**src/crc_pkg.sv**
```systemverilog
/*
 Shared definitions of the AHB-Lite CRC unit
 Register indexes come from HADDR[4:2], so registers sit on a 4-byte pitch
 Control register fields below bit 3 are write-only or reserved
*/
package crc_pkg;

	//////////////////////////////////////////////////
	// Vector types
	//////////////////////////////////////////////////

	// Bus word and CRC word
	typedef logic [31:0] word_t;
	// Free-use identification value
	typedef logic [7:0] idr_t;
	// Low bits of HSIZE
	typedef logic [1:0] bus_size_t;
	// Polynomial width code
	typedef logic [1:0] poly_size_t;
	// Input bit reversal code
	typedef logic [1:0] rev_in_t;
	// Register index from HADDR[4:2]
	typedef logic [2:0] reg_addr_t;

	// Engine FSM states
	typedef enum logic [0:0]
	{
		DP_IDLE,
		DP_SHIFT
	} dp_state_e;

	//////////////////////////////////////////////////
	// Register map and encodings
	//////////////////////////////////////////////////

	localparam reg_addr_t REG_DR   = 3'd0;
	localparam reg_addr_t REG_IDR  = 3'd1;
	localparam reg_addr_t REG_CR   = 3'd2;
	localparam reg_addr_t REG_INIT = 3'd4;
	localparam reg_addr_t REG_POL  = 3'd5;

	// Only NONSEQ starts an access here
	localparam logic [1:0] HTRANS_NONSEQ = 2'b10;

	// Reset values of the init and polynomial registers
	localparam word_t RESET_INIT = 32'hFFFF_FFFF;
	localparam word_t RESET_POLY = 32'h04C1_1DB7;

	// Transfer sizes
	localparam bus_size_t SIZE_BYTE = 2'd0;
	localparam bus_size_t SIZE_HALF = 2'd1;
	localparam bus_size_t SIZE_WORD = 2'd2;

	// Polynomial widths
	localparam poly_size_t POLY_32 = 2'd0;
	localparam poly_size_t POLY_16 = 2'd1;
	localparam poly_size_t POLY_8  = 2'd2;
	localparam poly_size_t POLY_7  = 2'd3;

	// Input reversal units
	localparam rev_in_t REV_NONE = 2'd0;
	localparam rev_in_t REV_BYTE = 2'd1;
	localparam rev_in_t REV_HALF = 2'd2;
	localparam rev_in_t REV_WORD = 2'd3;

	// Control register layout
	localparam int unsigned CR_RESET_BIT     = 0;
	localparam int unsigned CR_POLY_SIZE_LSB = 3;
	localparam int unsigned CR_REV_IN_LSB    = 5;
	localparam int unsigned CR_REV_OUT_BIT   = 7;

endpackage
```
**src/crc_ahb_top.sv**
```systemverilog
/*
 AHB-Lite CRC unit, host interface, word buffer and CRC engine
 No DMA or interrupt, HRESP is always OKAY
 Data reads have no fixed latency and complete on HREADYOUT
*/
`timescale 1ns/1ps

module crc_ahb_top
#(
	parameter int BUFFER_DEPTH = 4
)
(
	input  logic           HCLK,
	input  logic           HRESETn,
	input  logic           HSElx,
	input  logic [31:0]    HADDR,
	input  logic [1:0]     HTRANS,
	input  logic           HWRITE,
	input  logic [2:0]     HSIZE,
	input  crc_pkg::word_t HWDATA,
	input  logic           HREADY,
	output crc_pkg::word_t HRDATA,
	output logic           HREADYOUT,
	output logic           HRESP
);

	// Bus side to buffer and engine
	crc_pkg::word_t      bus_wr;
	crc_pkg::bus_size_t  bus_size;
	logic                buffer_write_en;
	logic                crc_init_en;
	logic                crc_poly_en;
	logic                crc_idr_en;
	logic                reset_chain;
	crc_pkg::poly_size_t crc_poly_size;
	crc_pkg::rev_in_t    rev_in_type;
	logic                rev_out_type;

	// Buffer head and status
	crc_pkg::word_t      rd_data;
	crc_pkg::bus_size_t  rd_size;
	logic                buffer_full;
	logic                buffer_empty;
	logic                buffer_read;

	// Engine results back to the bus side
	crc_pkg::word_t      crc_out;
	crc_pkg::word_t      crc_init_out;
	crc_pkg::word_t      crc_poly_out;
	crc_pkg::idr_t       crc_idr_out;
	logic                read_wait;
	logic                reset_pending;

	host_interface u_host_interface
	(
		.HCLK            (HCLK),
		.HRESETn         (HRESETn),
		.HSElx           (HSElx),
		.HADDR           (HADDR),
		.HTRANS          (HTRANS),
		.HWRITE          (HWRITE),
		.HSIZE           (HSIZE),
		.HWDATA          (HWDATA),
		.HREADY          (HREADY),
		.crc_out         (crc_out),
		.crc_init_out    (crc_init_out),
		.crc_poly_out    (crc_poly_out),
		.crc_idr_out     (crc_idr_out),
		.buffer_full     (buffer_full),
		.read_wait       (read_wait),
		.reset_pending   (reset_pending),
		.HRDATA          (HRDATA),
		.HREADYOUT       (HREADYOUT),
		.HRESP           (HRESP),
		.bus_wr          (bus_wr),
		.bus_size        (bus_size),
		.buffer_write_en (buffer_write_en),
		.crc_init_en     (crc_init_en),
		.crc_poly_en     (crc_poly_en),
		.crc_idr_en      (crc_idr_en),
		.reset_chain     (reset_chain),
		.crc_poly_size   (crc_poly_size),
		.rev_in_type     (rev_in_type),
		.rev_out_type    (rev_out_type)
	);

	crc_data_buffer #(
		.BUFFER_DEPTH (BUFFER_DEPTH)
	) u_crc_data_buffer
	(
		.HCLK            (HCLK),
		.HRESETn         (HRESETn),
		.buffer_write_en (buffer_write_en),
		.bus_wr          (bus_wr),
		.bus_size        (bus_size),
		.buffer_read     (buffer_read),
		.rd_data         (rd_data),
		.rd_size         (rd_size),
		.buffer_full     (buffer_full),
		.buffer_empty    (buffer_empty)
	);

	crc_datapath u_crc_datapath
	(
		.HCLK          (HCLK),
		.HRESETn       (HRESETn),
		.bus_wr        (bus_wr),
		.crc_init_en   (crc_init_en),
		.crc_poly_en   (crc_poly_en),
		.crc_idr_en    (crc_idr_en),
		.reset_chain   (reset_chain),
		.crc_poly_size (crc_poly_size),
		.rev_in_type   (rev_in_type),
		.rev_out_type  (rev_out_type),
		.buffer_empty  (buffer_empty),
		.rd_data       (rd_data),
		.rd_size       (rd_size),
		.buffer_read   (buffer_read),
		.crc_out       (crc_out),
		.crc_init_out  (crc_init_out),
		.crc_poly_out  (crc_poly_out),
		.crc_idr_out   (crc_idr_out),
		.read_wait     (read_wait),
		.reset_pending (reset_pending)
	);

endmodule

```
**src/crc_datapath.sv**
```systemverilog
/*
 CRC engine, one byte per clock, polynomial widths 32, 16, 8 or 7
 Control fields must not change while words are queued or shifting
 A chain reset is applied only after the queue has drained
*/
`timescale 1ns/1ps

module crc_datapath
(
	input  logic                HCLK,
	input  logic                HRESETn,
	input  crc_pkg::word_t      bus_wr,
	input  logic                crc_init_en,
	input  logic                crc_poly_en,
	input  logic                crc_idr_en,
	input  logic                reset_chain,
	input  crc_pkg::poly_size_t crc_poly_size,
	input  crc_pkg::rev_in_t    rev_in_type,
	input  logic                rev_out_type,
	input  logic                buffer_empty,
	input  crc_pkg::word_t      rd_data,
	input  crc_pkg::bus_size_t  rd_size,
	output logic                buffer_read,
	output crc_pkg::word_t      crc_out,
	output crc_pkg::word_t      crc_init_out,
	output crc_pkg::word_t      crc_poly_out,
	output crc_pkg::idr_t       crc_idr_out,
	output logic                read_wait,
	output logic                reset_pending
);

	crc_pkg::dp_state_e state;
	logic [1:0]         byte_cnt;
	logic [1:0]         first_cnt;
	crc_pkg::word_t     data_sr;
	crc_pkg::word_t     crc_q;
	crc_pkg::word_t     init_q;
	crc_pkg::word_t     poly_q;
	crc_pkg::idr_t      idr_q;

	crc_pkg::word_t     width_mask;
	logic [4:0]         out_shift;
	crc_pkg::word_t     in_full_rev;
	crc_pkg::rev_in_t   eff_rev;
	crc_pkg::word_t     in_rev;
	crc_pkg::word_t     in_aligned;
	crc_pkg::word_t     crc_rev;
	logic               shifting;
	logic               apply_reset;

	// Full 32-bit bit reversal
	function automatic crc_pkg::word_t reverse_word(input crc_pkg::word_t w);
		crc_pkg::word_t r;
		for (int i = 0; i < 32; i++)
			r[i] = w[31-i];
		return r;
	endfunction

	// Eight serial CRC steps, MSB of the byte first
	function automatic crc_pkg::word_t crc_byte(input crc_pkg::word_t crc,
	                                            input logic [7:0] d,
	                                            input crc_pkg::word_t poly,
	                                            input crc_pkg::word_t mask);
		crc_pkg::word_t c;
		crc_pkg::word_t top;
		logic           fb;
		c   = crc;
		// Single bit at position N-1
		top = mask ^ (mask >> 1);
		for (int i = 7; i >= 0; i--)
		begin
			fb = (|(c & top)) ^ d[i];
			c  = (c << 1) & mask;
			if (fb)
				c = c ^ (poly & mask);
		end
		return c;
	endfunction

	//////////////////////////////////////////////////
	// Width and input alignment
	//////////////////////////////////////////////////

	always_comb
	begin
		case (crc_poly_size)
			crc_pkg::POLY_16: width_mask = 32'h0000_FFFF;
			crc_pkg::POLY_8:  width_mask = 32'h0000_00FF;
			crc_pkg::POLY_7:  width_mask = 32'h0000_007F;
			default:          width_mask = 32'hFFFF_FFFF;
		endcase
		// Moves a full reversal back down to the low N bits
		case (crc_poly_size)
			crc_pkg::POLY_16: out_shift = 5'd16;
			crc_pkg::POLY_8:  out_shift = 5'd24;
			crc_pkg::POLY_7:  out_shift = 5'd25;
			default:          out_shift = 5'd0;
		endcase
	end

	// Reversal unit is clipped to the transfer size
	always_comb
	begin
		in_full_rev = reverse_word(rd_data);
		eff_rev     = rev_in_type;
		if ((rd_size == crc_pkg::SIZE_BYTE) && (rev_in_type != crc_pkg::REV_NONE))
			eff_rev = crc_pkg::REV_BYTE;
		else if ((rd_size == crc_pkg::SIZE_HALF) && (rev_in_type == crc_pkg::REV_WORD))
			eff_rev = crc_pkg::REV_HALF;

		// Byte and halfword reversal from the full reversal by lane swaps
		case (eff_rev)
			crc_pkg::REV_BYTE: in_rev = {in_full_rev[7:0], in_full_rev[15:8],
			                             in_full_rev[23:16], in_full_rev[31:24]};
			crc_pkg::REV_HALF: in_rev = {in_full_rev[15:0], in_full_rev[31:16]};
			crc_pkg::REV_WORD: in_rev = in_full_rev;
			default:           in_rev = rd_data;
		endcase

		// First byte to feed goes to the top of the shift register
		case (rd_size)
			crc_pkg::SIZE_BYTE:
			begin
				in_aligned = {in_rev[7:0], 24'h0};
				first_cnt  = 2'd0;
			end
			crc_pkg::SIZE_HALF:
			begin
				in_aligned = {in_rev[15:0], 16'h0};
				first_cnt  = 2'd1;
			end
			default:
			begin
				in_aligned = in_rev;
				first_cnt  = 2'd3;
			end
		endcase
	end

	//////////////////////////////////////////////////
	// Engine FSM
	//////////////////////////////////////////////////

	assign shifting    = (state == crc_pkg::DP_SHIFT);
	assign buffer_read = (state == crc_pkg::DP_IDLE) && !buffer_empty;
	assign apply_reset = reset_pending && (state == crc_pkg::DP_IDLE) && buffer_empty;

	// A read also waits out a pending chain reset so it sees the restarted value
	assign read_wait = !buffer_empty || shifting || reset_pending;

	always_ff @(posedge HCLK)
	begin
		if (!HRESETn)
		begin
			state         <= crc_pkg::DP_IDLE;
			byte_cnt      <= 2'd0;
			reset_pending <= 1'b0;
		end
		else
		begin
			case (state)
				crc_pkg::DP_IDLE:
					if (buffer_read)
					begin
						state    <= crc_pkg::DP_SHIFT;
						byte_cnt <= first_cnt;
					end
				default:
				begin
					byte_cnt <= byte_cnt - 1'b1;
					if (byte_cnt == 2'd0)
						state <= crc_pkg::DP_IDLE;
				end
			endcase
			// New request wins over the clear
			if (reset_chain)
				reset_pending <= 1'b1;
			else if (apply_reset)
				reset_pending <= 1'b0;
		end
	end

	// Byte shift register, loaded on the pop edge
	always_ff @(posedge HCLK)
	begin
		if (buffer_read)
			data_sr <= in_aligned;
		else if (shifting)
			data_sr <= data_sr << 8;
	end

	//////////////////////////////////////////////////
	// Configuration and CRC registers
	//////////////////////////////////////////////////

	always_ff @(posedge HCLK)
	begin
		if (!HRESETn)
		begin
			crc_q  <= '1;
			init_q <= crc_pkg::RESET_INIT;
			poly_q <= crc_pkg::RESET_POLY;
			idr_q  <= '0;
		end
		else
		begin
			if (crc_init_en)
				init_q <= bus_wr;
			if (crc_poly_en)
				poly_q <= bus_wr;
			if (crc_idr_en)
				idr_q <= bus_wr[7:0];
			// Restart only happens in idle, never during a shift
			if (shifting)
				crc_q <= crc_byte(crc_q, data_sr[31:24], poly_q, width_mask);
			else if (apply_reset)
				crc_q <= init_q & width_mask;
		end
	end

	// Output reversal spans only the N valid bits
	assign crc_rev = reverse_word(crc_q) >> out_shift;
	assign crc_out = (rev_out_type ? crc_rev : crc_q) & width_mask;

	assign crc_init_out = init_q;
	assign crc_poly_out = poly_q;
	assign crc_idr_out  = idr_q;

endmodule

```
**src/crc_data_buffer.sv**
```systemverilog
/*
 Circular FIFO of data words and their transfer sizes
 Pushes while full and pops while empty are ignored
 A pushed entry appears at the head on the next cycle
*/
`timescale 1ns/1ps

module crc_data_buffer
#(
	parameter int BUFFER_DEPTH = 4
)
(
	input  logic               HCLK,
	input  logic               HRESETn,
	input  logic               buffer_write_en,
	input  crc_pkg::word_t     bus_wr,
	input  crc_pkg::bus_size_t bus_size,
	input  logic               buffer_read,
	output crc_pkg::word_t     rd_data,
	output crc_pkg::bus_size_t rd_size,
	output logic               buffer_full,
	output logic               buffer_empty
);

	localparam int PTR_W = (BUFFER_DEPTH > 1) ? $clog2(BUFFER_DEPTH) : 1;
	localparam int CNT_W = $clog2(BUFFER_DEPTH + 1);

	// Entry storage
	crc_pkg::word_t     data_mem [BUFFER_DEPTH];
	crc_pkg::bus_size_t size_mem [BUFFER_DEPTH];

	logic [PTR_W-1:0] wr_ptr;
	logic [PTR_W-1:0] rd_ptr;
	logic [CNT_W-1:0] count;
	logic             do_push;
	logic             do_pop;

	// Wrap also covers depths that are not a power of two
	function automatic logic [PTR_W-1:0] next_ptr(input logic [PTR_W-1:0] ptr);
		if (ptr == PTR_W'(BUFFER_DEPTH - 1))
			return '0;
		return ptr + 1'b1;
	endfunction

	assign buffer_empty = (count == '0);
	assign buffer_full  = (count == CNT_W'(BUFFER_DEPTH));

	assign do_push = buffer_write_en && !buffer_full;
	assign do_pop  = buffer_read && !buffer_empty;

	// Head of queue
	assign rd_data = data_mem[rd_ptr];
	assign rd_size = size_mem[rd_ptr];

	always_ff @(posedge HCLK)
	begin
		if (do_push)
		begin
			data_mem[wr_ptr] <= bus_wr;
			size_mem[wr_ptr] <= bus_size;
		end
	end

	// Pointers and occupancy
	always_ff @(posedge HCLK)
	begin
		if (!HRESETn)
		begin
			wr_ptr <= '0;
			rd_ptr <= '0;
			count  <= '0;
		end
		else
		begin
			if (do_push)
				wr_ptr <= next_ptr(wr_ptr);
			if (do_pop)
				rd_ptr <= next_ptr(rd_ptr);
			// Simultaneous push and pop leaves the count unchanged
			case ({do_push, do_pop})
				2'b10:   count <= count + 1'b1;
				2'b01:   count <= count - 1'b1;
				default: count <= count;
			endcase
		end
	end

endmodule

```
**src/host_interface.sv**
```systemverilog
/*
 AHB-Lite slave front end of the CRC unit
 HRESP is always OKAY, only NONSEQ transfers are decoded
 Data register accesses use the low byte lanes regardless of HADDR[1:0]
 Wait states are inserted only for full buffer, busy engine or pending chain reset
*/
`timescale 1ns/1ps

module host_interface
(
	input  logic                  HCLK,
	input  logic                  HRESETn,
	input  logic                  HSElx,
	input  logic [31:0]           HADDR,
	input  logic [1:0]            HTRANS,
	input  logic                  HWRITE,
	input  logic [2:0]            HSIZE,
	input  crc_pkg::word_t        HWDATA,
	input  logic                  HREADY,
	input  crc_pkg::word_t        crc_out,
	input  crc_pkg::word_t        crc_init_out,
	input  crc_pkg::word_t        crc_poly_out,
	input  crc_pkg::idr_t         crc_idr_out,
	input  logic                  buffer_full,
	input  logic                  read_wait,
	input  logic                  reset_pending,
	output crc_pkg::word_t        HRDATA,
	output logic                  HREADYOUT,
	output logic                  HRESP,
	output crc_pkg::word_t        bus_wr,
	output crc_pkg::bus_size_t    bus_size,
	output logic                  buffer_write_en,
	output logic                  crc_init_en,
	output logic                  crc_poly_en,
	output logic                  crc_idr_en,
	output logic                  reset_chain,
	output crc_pkg::poly_size_t   crc_poly_size,
	output crc_pkg::rev_in_t      rev_in_type,
	output logic                  rev_out_type
);

	// Address phase pipeline
	crc_pkg::reg_addr_t haddr_pp;
	crc_pkg::bus_size_t hsize_pp;
	logic [1:0]         htrans_pp;
	logic               hwrite_pp;
	logic               hselx_pp;

	// Stored control fields, bits 7 down to 3
	logic [crc_pkg::CR_REV_OUT_BIT:crc_pkg::CR_POLY_SIZE_LSB] cr_q;

	logic sample_bus;
	logic access_en;
	logic write_en;
	logic read_en;
	logic dr_wr_req;
	logic dr_rd_req;
	logic init_wr_req;
	logic cr_en;

	//////////////////////////////////////////////////
	// Address phase sampling
	//////////////////////////////////////////////////

	// A new address phase is taken only when the previous data phase ends
	assign sample_bus = HREADY && HREADYOUT;

	// Transfer qualifiers, cleared so that no access is seen after reset
	always_ff @(posedge HCLK)
	begin
		if (!HRESETn)
		begin
			hselx_pp  <= 1'b0;
			htrans_pp <= 2'b00;
			hwrite_pp <= 1'b0;
		end
		else if (sample_bus)
		begin
			hselx_pp  <= HSElx;
			htrans_pp <= HTRANS;
			hwrite_pp <= HWRITE;
		end
	end

	// Register index and size, only meaningful with a live access
	always_ff @(posedge HCLK)
	begin
		if (sample_bus)
		begin
			haddr_pp <= HADDR[4:2];
			hsize_pp <= HSIZE[1:0];
		end
	end

	//////////////////////////////////////////////////
	// Decode and wait states
	//////////////////////////////////////////////////

	assign access_en = hselx_pp && (htrans_pp == crc_pkg::HTRANS_NONSEQ);
	assign write_en  = access_en && hwrite_pp;
	assign read_en   = access_en && !hwrite_pp;

	// Requests that may have to wait
	assign dr_wr_req   = write_en && (haddr_pp == crc_pkg::REG_DR);
	assign dr_rd_req   = read_en && (haddr_pp == crc_pkg::REG_DR);
	assign init_wr_req = write_en && (haddr_pp == crc_pkg::REG_INIT);

	// Data phase is held while any of the three conditions is true
	assign HREADYOUT = !((dr_wr_req && buffer_full) ||
	                     (dr_rd_req && read_wait) ||
	                     (init_wr_req && reset_pending));

	// No error responses
	assign HRESP = 1'b0;

	// Write strobes fire at the end of an unstalled data phase
	assign buffer_write_en = dr_wr_req && HREADYOUT;
	assign crc_init_en     = init_wr_req && HREADYOUT;
	assign crc_poly_en     = write_en && (haddr_pp == crc_pkg::REG_POL);
	assign crc_idr_en      = write_en && (haddr_pp == crc_pkg::REG_IDR);
	assign cr_en           = write_en && (haddr_pp == crc_pkg::REG_CR);

	// Write data is taken straight from the data phase
	assign bus_wr   = HWDATA;
	assign bus_size = hsize_pp;

	//////////////////////////////////////////////////
	// Control register
	//////////////////////////////////////////////////

	always_ff @(posedge HCLK)
	begin
		if (!HRESETn)
			cr_q <= '0;
		else if (cr_en)
			cr_q <= HWDATA[crc_pkg::CR_REV_OUT_BIT:crc_pkg::CR_POLY_SIZE_LSB];
	end

	// Chain reset bit acts as a strobe and is not stored
	assign reset_chain   = cr_en && HWDATA[crc_pkg::CR_RESET_BIT];
	assign crc_poly_size = cr_q[crc_pkg::CR_POLY_SIZE_LSB +: 2];
	assign rev_in_type   = cr_q[crc_pkg::CR_REV_IN_LSB +: 2];
	assign rev_out_type  = cr_q[crc_pkg::CR_REV_OUT_BIT];

	// Read mux, unmapped indexes read as zero
	always_comb
	begin
		case (haddr_pp)
			crc_pkg::REG_DR:   HRDATA = crc_out;
			crc_pkg::REG_IDR:  HRDATA = {24'h0, crc_idr_out};
			crc_pkg::REG_CR:   HRDATA = {24'h0, cr_q, 3'b000};
			crc_pkg::REG_INIT: HRDATA = crc_init_out;
			crc_pkg::REG_POL:  HRDATA = crc_poly_out;
			default:           HRDATA = '0;
		endcase
	end

endmodule

```
**config.mk**
```make
export PLATFORM = sky130hd
export DESIGN_NAME = crc_ahb_top
export DESIGN_NICKNAME = d
export VERILOG_FILES = /design/src/crc_pkg.sv /design/src/crc_ahb_top.sv /design/src/crc_datapath.sv /design/src/crc_data_buffer.sv /design/src/host_interface.sv
export SDC_FILE = /design/constraint.sdc
export NUM_CORES = 1
export LEC_CHECK = 0
export ABC_AREA = 1
export BUFFER_PORTS_ARGS = -buffer_cell sky130_fd_sc_hd__buf_2
export CORE_MARGIN = 3
export CORE_UTILIZATION = 63
export CTS_CLUSTER_DIAMETER = 80
export DETAILED_ROUTE_END_ITERATION = 8
export HOLD_SLACK_MARGIN = 0.03
export PLACE_DENSITY = 0.82
export SLEW_MARGIN = 20
export SYNTH_ARGS = -nofsm -noshare
export SYNTH_HDL_FRONTEND = slang
export SYNTH_SLANG_ARGS = --single-unit
```
**constraint.sdc**
```tcl
create_clock -name HCLK -period 6.8 [get_ports HCLK]
set_clock_uncertainty 0.1 [all_clocks]
set_input_delay 1.02 -clock HCLK [delete_from_list [all_inputs] [get_ports HCLK]]
set_output_delay 1.02 -clock HCLK [all_outputs]
set_load 0.05 [all_outputs]
```
Word level (Yosys, flattened, before mapping)
Memories as Yosys holds them, arrays and structs flattened. A register that Yosys moved wholly into a read port is not among the register bits.
Cells that the tools add are included.
Cells by class
  $add $sub $neg: 5
  equality and inequality tests: 18
  shift operators: 1
  mux-type cells: 59
  bitwise logic cells: 37
  reductions and logical operators: 48
Operators with widths (count)
  32-bit 2-to-1 mux: 27
  32-bit AND: 19
  32-bit OR reduction: 8
  32-bit bitwise XOR: 8
  32-bit one-hot mux with 3 select lines: 2
  32-bit one-hot mux with 5 select lines: 1
  32-bit one-hot mux with 2 select lines: 1
  32-bit by 5-bit right shift with 32-bit output: 1
  32-bit by 31-bit bitwise XOR with 32-bit output: 1
  2-bit 2-to-1 mux: 12
  1-bit logical AND: 23
  2-bit equality test, second input constant: 9
  5-bit one-hot mux with 3 select lines: 1
  1-bit 2-to-1 mux: 13
  2-bit nonzero test: 5
  3-bit equality test, second input constant: 3
  2-bit by 1-bit equality test with 1-bit output, second input constant: 4
  1-bit bitwise XOR: 8
  3-bit zero test: 2
  3-bit one-hot mux with 2 select lines: 1
  2-bit by 1-bit adder with 2-bit output, second input constant: 2
  1-bit zero test: 4
  2-bit zero test: 2
  1-bit logical OR: 4
  other kinds (7): 7
Storage, ports and cells
  register bits: 161
  RAM bits: 136
  bits of input ports: 74
  output and inout bits: 34
  logic and storage cells: 187
  memories kept: 2
Memories
  u_crc_data_buffer.data_mem: depth 4, width 32, rd ports 1, clocked after Yosys merged registers in 1, write ports 1, RTL line crc_data_buffer.sv:29  | crc_pkg::word_t data_mem [BUFFER_DEPTH];
  u_crc_data_buffer.size_mem: depth 4, width 2, rd ports 1, clocked after Yosys merged registers in 1, write ports 1, RTL line crc_data_buffer.sv:30  | crc_pkg::bus_size_t size_mem [BUFFER_DEPTH];

Longest topological paths before layout
  depth after elaboration: 50
  mapped depth: 61
  gate-level depth less buffers: 54

By module
A second synthesis with hierarchy kept.
Second synthesis, totals
  cell total of the unflattened synthesis: 2882
  area total of the unflattened synthesis: 20782.4 um^2
By module, submodules not included
  crc_datapath: instances 1, cells an instance 2218, area each 13474.2 um^2, seq. area each 3123.0 um^2
  crc_data_buffer: instances 1, cells an instance 400, area each 5745.5 um^2, seq. area each 4264.1 um^2
  host_interface: instances 1, cells an instance 264, area each 1562.7 um^2, seq. area each 330.3 um^2

Least setup slack after synthesis
No wires, ideal clock.
  kind: flip-flop to flip-flop
  start point: register u_host_interface.cr_q[4] in the netlist's numbering
  end point: register u_crc_datapath.crc_q[21]
  setup time: 0.113 ns
  arrival time: 5.266 ns
  required time: 6.587 ns
  setup slack: 1.321 ns
  stages on the path, launching flop included: 54
  buffers on the path: 8
  period minus slack after synthesis: 5.479 ns
  cell sequence: dfxtp_1 buf_4 inv_2 nand3_1 nand2_2 o21ai_4 nand2_4 buf_6 inv_2 buf_6 nand2_1 o21ai_2 xor2_1 nand3_1 nand3_1 nand2_2 nor2_4 nand2_4 [18 not listed] nand2_2 xor2_1 nand3_1 nand2_1 nand2_2 nor2_2 nand2_2 nand2_4 nand2_1 nand3_1 nand2_2 o21ai_4 buf_2 nand3_1 nand3_1 nand2_1 nand2_1 nand2_1
On the way
  word-level cells in the longest chain between the ends: 50
  elaborated cells on any way between the ends: 71
  those cells by class: eq/ne (3); mux (25); bitwise (35); reduce/logical (8)
Ends and longest elaborated chain
  from (decl): RTL line host_interface.sv:50  | logic [crc_pkg::CR_REV_OUT_BIT:crc_pkg::CR_POLY_SIZE_LSB] cr_q;
  from (signal assigned): RTL line host_interface.sv:136  | cr_q <= HWDATA[crc_pkg::CR_REV_OUT_BIT:crc_pkg::CR_POLY_SIZE_LSB];
  2-bit equality test or 2-bit by 1-bit equality test with 1-bit output (tied branches): RTL line crc_datapath.sv:86  | case (crc_poly_size)
  32-bit one-hot mux with 3 select lines *: RTL line crc_datapath.sv:86
  32-bit by 31-bit bitwise XOR with 32-bit output: RTL line crc_datapath.sv:69  | top = mask ^ (mask >> 1);
  32-bit AND: RTL line crc_datapath.sv:72  | fb = (|(c & top)) ^ d[i];
  32-bit OR reduction: RTL line crc_datapath.sv:72
  1-bit bitwise XOR: RTL line crc_datapath.sv:72
  32-bit 2-to-1 mux: RTL line crc_datapath.sv:74  | if (fb)
  32-bit 2-to-1 mux: RTL line crc_datapath.sv:214  | if (shifting)
  [34 not listed]
  32-bit 2-to-1 mux: RTL line crc_datapath.sv:74
  32-bit 2-to-1 mux: RTL line crc_datapath.sv:214
  32-bit 2-to-1 mux: RTL line crc_datapath.sv:198  | if (!HRESETn)
  32-bit AND: RTL line crc_datapath.sv:72
  32-bit OR reduction: RTL line crc_datapath.sv:72
  1-bit bitwise XOR: RTL line crc_datapath.sv:72
  32-bit 2-to-1 mux: RTL line crc_datapath.sv:74
  32-bit 2-to-1 mux *: RTL line crc_datapath.sv:214
  to (signal assigned): RTL line crc_datapath.sv:215  | crc_q <= crc_byte(crc_q, data_sr[31:24], poly_q, width_mask);
  to (signal assigned): RTL line crc_datapath.sv:217  | crc_q <= init_q & width_mask;
  to (decl): RTL line crc_datapath.sv:36  | crc_pkg::word_t crc_q;
Every way passes the cells marked *; elsewhere a longest branch is shown, timed or not. The select of a mux whose other input is x is not followed.
A chain may end at the register's enable or synchronous reset.

Final worst setup path
  start point: register u_host_interface.cr_q[3] in the netlist's numbering
  end point: register u_crc_datapath.crc_q[28]
The elaborated chain is that of the path after synthesis.

==> reports/metrics.yaml <==
worst_slack_ns: 0.359
crit_family: "simple AND/OR/NAND/NOR gates"
clk_latency_ns: 0.57
async_flop_share: 0
drtAntennaViolNets: 0
root_buffer: "clkbuf_16"
synth_area_um2: 19800
reg2reg_depth: 49
fillers: 2400
post_drt_via_cell_ratio: 6.18
synth_top_area_share: 0.263
fp.dieW_um: 183
clockBufferDepth: 3
io_buffers: 76
worstSetupEndpointType: "flip-flop"
final_cell_mix: "nand2_1, nor2_1, inv_1"
pre_cts_ws_ns: -0.0180
gp_congestion: 1.03
cts.clk_slew.worst_paths_ns: 0.07
synth.distinct_cells: 51
synth-main-ff-cell: "edfxtp_1"
arrival_ns: 6.81
yosys.area.top_type: "edfxtp_1"
max_freq_ghz: 0.155
clock_sinks: 299
grt_first_pass_wirelength_mm: 102
drive_above_1_share: 0.123
ys_seq_area_frac: 0.390
hold_path.class: "reg -> reg"
cp_slowest_cell: "dfxtp_4"
synth_seq_cells: 299
num_rows: 64
track_usage: 0.393
area_growth_pct: 11.5
crit_top_cell: "nand3_1"
synth_area_leaders: "edfxtp_1, nand2_1, dfxtp_1"
final_nets: 2899
antenna_found_initial: 1
whs_path_depth: 2
finalMaxSlewViolations: 0
htreeDepth: 1
postLayoutCoreUtil: 0.718
slew_headroom: 0.260
grt_pass1_vias: 17635
status: "finished clean"
die-area_um2: 33600
drtIter0Drc: 3242
r2r_end: "u_crc_datapath.crc_q[28]"
synth_cells: 2766
grt_overflow: 0
worst_setup_path_start_kind: "flip-flop"
numCtsBuffers: 29
dp_hpwl_mm: 47.4
vias: 20010
reg2reg_slack_ns: 0.36
drc: 0
yosys_warnings: 0
tritoncts: "yes"
synth_nets: 2848
ioPinCount: 108
layout_commonest_cell: "nand2_1"
grt_max_degree: 108
period_minus_slack_ns: 6.44
wl_per_cell_um: 21.5
first_pass_iters: 8
max_stage_delay_ns: 0.38
core_um2: 30700
floorplan.initialDensity: 0.644
synth_edf_count: 173
wirelength_mm: 69.6
r2r-start: "u_host_interface.cr_q[3]"
path_class: "reg -> reg"
maxCapViolCount: 0
synth.avg_cell_area_um2: 7.15
worstHoldEndpoint: "u_crc_datapath.byte_cnt[0]"
worst-path-buf-inv: 9
cp_max_fo: 11
finalSetupViolCount: 0
hold_viol: 0
die_h_um: 183
finalCritPeriodShare: 0.947
tightest_slew_ns: 1.10
required_ns: 7.16
hold_start: "u_crc_datapath.byte_cnt[0]"
synthesized netlist by cell type, types with 3 or more instances:
| library cell | instances |
|---|---|
| xnor2_1 | 58 |
| a31oi_1 | 13 |
| nand3_1 | 184 |
| nand2_1 | 861 |
| o21ai_4 | 7 |
| inv_1 | 223 |
| o21ai_0 | 217 |
| a32oi_1 | 20 |
| o22ai_1 | 41 |
| a22oi_1 | 3 |
| buf_2 | 19 |
| nor2_1 | 279 |
| o21ai_2 | 3 |
| xor2_1 | 116 |
| o211ai_1 | 39 |
| ha_1 | 7 |
| edfxtp_1 | 173 |
| nor2_4 | 4 |
| a221oi_1 | 11 |
| clkinv_1 | 7 |
| o221ai_1 | 12 |
| inv_2 | 21 |
| nand2_4 | 10 |
| buf_6 | 7 |
| buf_4 | 8 |
| o2111ai_1 | 5 |
| buf_1 | 9 |
| a22o_1 | 9 |
| a211oi_1 | 6 |
| o21ai_1 | 6 |
| a21oi_1 | 84 |
| or2_2 | 28 |
| clkbuf_1 | 100 |
| nand2_2 | 19 |
| dfxtp_1 | 126 |
| xnor3_1 | 6 |
| nor3_1 | 7 |
state kept, by name, summed over array words and instances, names as in the netlist, 3 cells and up, named ones only:
name and cells:
u_crc_data_buffer.size_mem 8, u_crc_datapath.data_sr 32, u_host_interface.cr_q 5, u_crc_datapath.crc_idr_out 8
u_crc_data_buffer.data_mem 128, u_crc_data_buffer.count 3, u_crc_datapath.crc_poly_out 32, u_host_interface.haddr_pp 3
u_crc_datapath.crc_init_out 32, u_crc_datapath.crc_q 32
metal layers:
layer | routed length, um | GRT usage | part of all wire | vias to the layer above
met4 | 3080 | 0.127 | 0.044 | 2
met2 | 29900 | 0.599 | 0.43 | 1389
met3 | 9360 | 0.0887 | 0.13 | 236
li1 | - | - | - | 9187
met5 | 57 | 0 | 0.00082 | -
met1 | 27200 | 0.561 | 0.39 | 9196
worst max-delay path by stage:
| stage | start | cells after the start | slack, ns | end |
|---|---|---|---|---|
| final | u_host_interface.cr_q[3] | 49 | 0.36 | u_crc_datapath.crc_q[28] |
| after global routing | u_host_interface.cr_q[3] | 49 | -0.12 | u_crc_datapath.crc_q[28] |
| after CTS | u_host_interface.cr_q[4] | 47 | 0.08 | u_crc_datapath.crc_q[19] |
| after detailed placement | u_host_interface.cr_q[3] | 51 | -0.02 | u_crc_datapath.crc_q[3] |
| after global placement | u_host_interface.cr_q[3] | 52 | 0.11 | u_crc_datapath.crc_q[3] |
| after floorplan | u_host_interface.cr_q[4] | 53 | 1.32 | u_crc_datapath.crc_q[21] |
kinds of logic (layout without fill, tap and decap cells):
| logic type | Yosys count | count (layout) | share of synthesized area |
|---|---|---|---|
| other | 1 | 3 | 0.000190 |
| adder cells (fa/ha/maj) | 8 | 8 | 0.00544 |
| AO/OA/AOI/OAI | 483 | 483 | 0.149 |
| AND/OR/NAND/NOR | 1399 | 1400 | 0.291 |
| buffers and inverters | 396 | 469 | 0.0812 |
| XOR/XNOR | 180 | 180 | 0.0838 |
| flip-flops | 299 | 299 | 0.390 |
worst register-to-register path: cells and delay by family (launching register included):
family / cells / cell delay [ns]
flip-flops: 1 / 0.38
AND/OR/NAND/NOR: 34 / 3.37
XOR/XNOR: 1 / 0.22
buffers and inverters: 9 / 1.12
AO/OA/AOI/OAI: 5 / 1.15
timing repair:
item,4_1_cts,5_1_grt
endpoints found under the setup margin,13,32
hold endpoints to repair,0,0
hold buffers,0,0
pin swaps,0,18
buffers inserted,0,9
resized for setup,2,59
gates cloned,0,4
final cells by class:
| type | instances | area (um2) | area share |
|---|---|---|---|
| clock inverter | 21 | 221 | 0.0100 |
| sequential | 299 | 7730 | 0.350 |
| clock buffer | 33 | 741 | 0.0336 |
| timing repair buffer | 163 | 1210 | 0.0550 |
| antenna | 2 | 5.00 | 0.000227 |
| tap | 396 | 495 | 0.0225 |
| multi-input combinational | 2072 | 10700 | 0.485 |
| inverter | 252 | 956 | 0.0433 |
stage by stage:
step	TNS (ns)	std cells	instance area [um2]	hold slack [ns]
final	0	3238	22100	0.397
after global routing	-2.66	3237	22100	0.414
after CTS	0	3219	21600	0.393
after detailed placement	-0.0328	3165	20600	0.370
after global placement	0	3165	20600	0.344
after floorplan	0	2766	19800	0.330
Power is not shown: default switching activity piles up to over one toggle a cycle in this logic, so the estimate is an artifact.
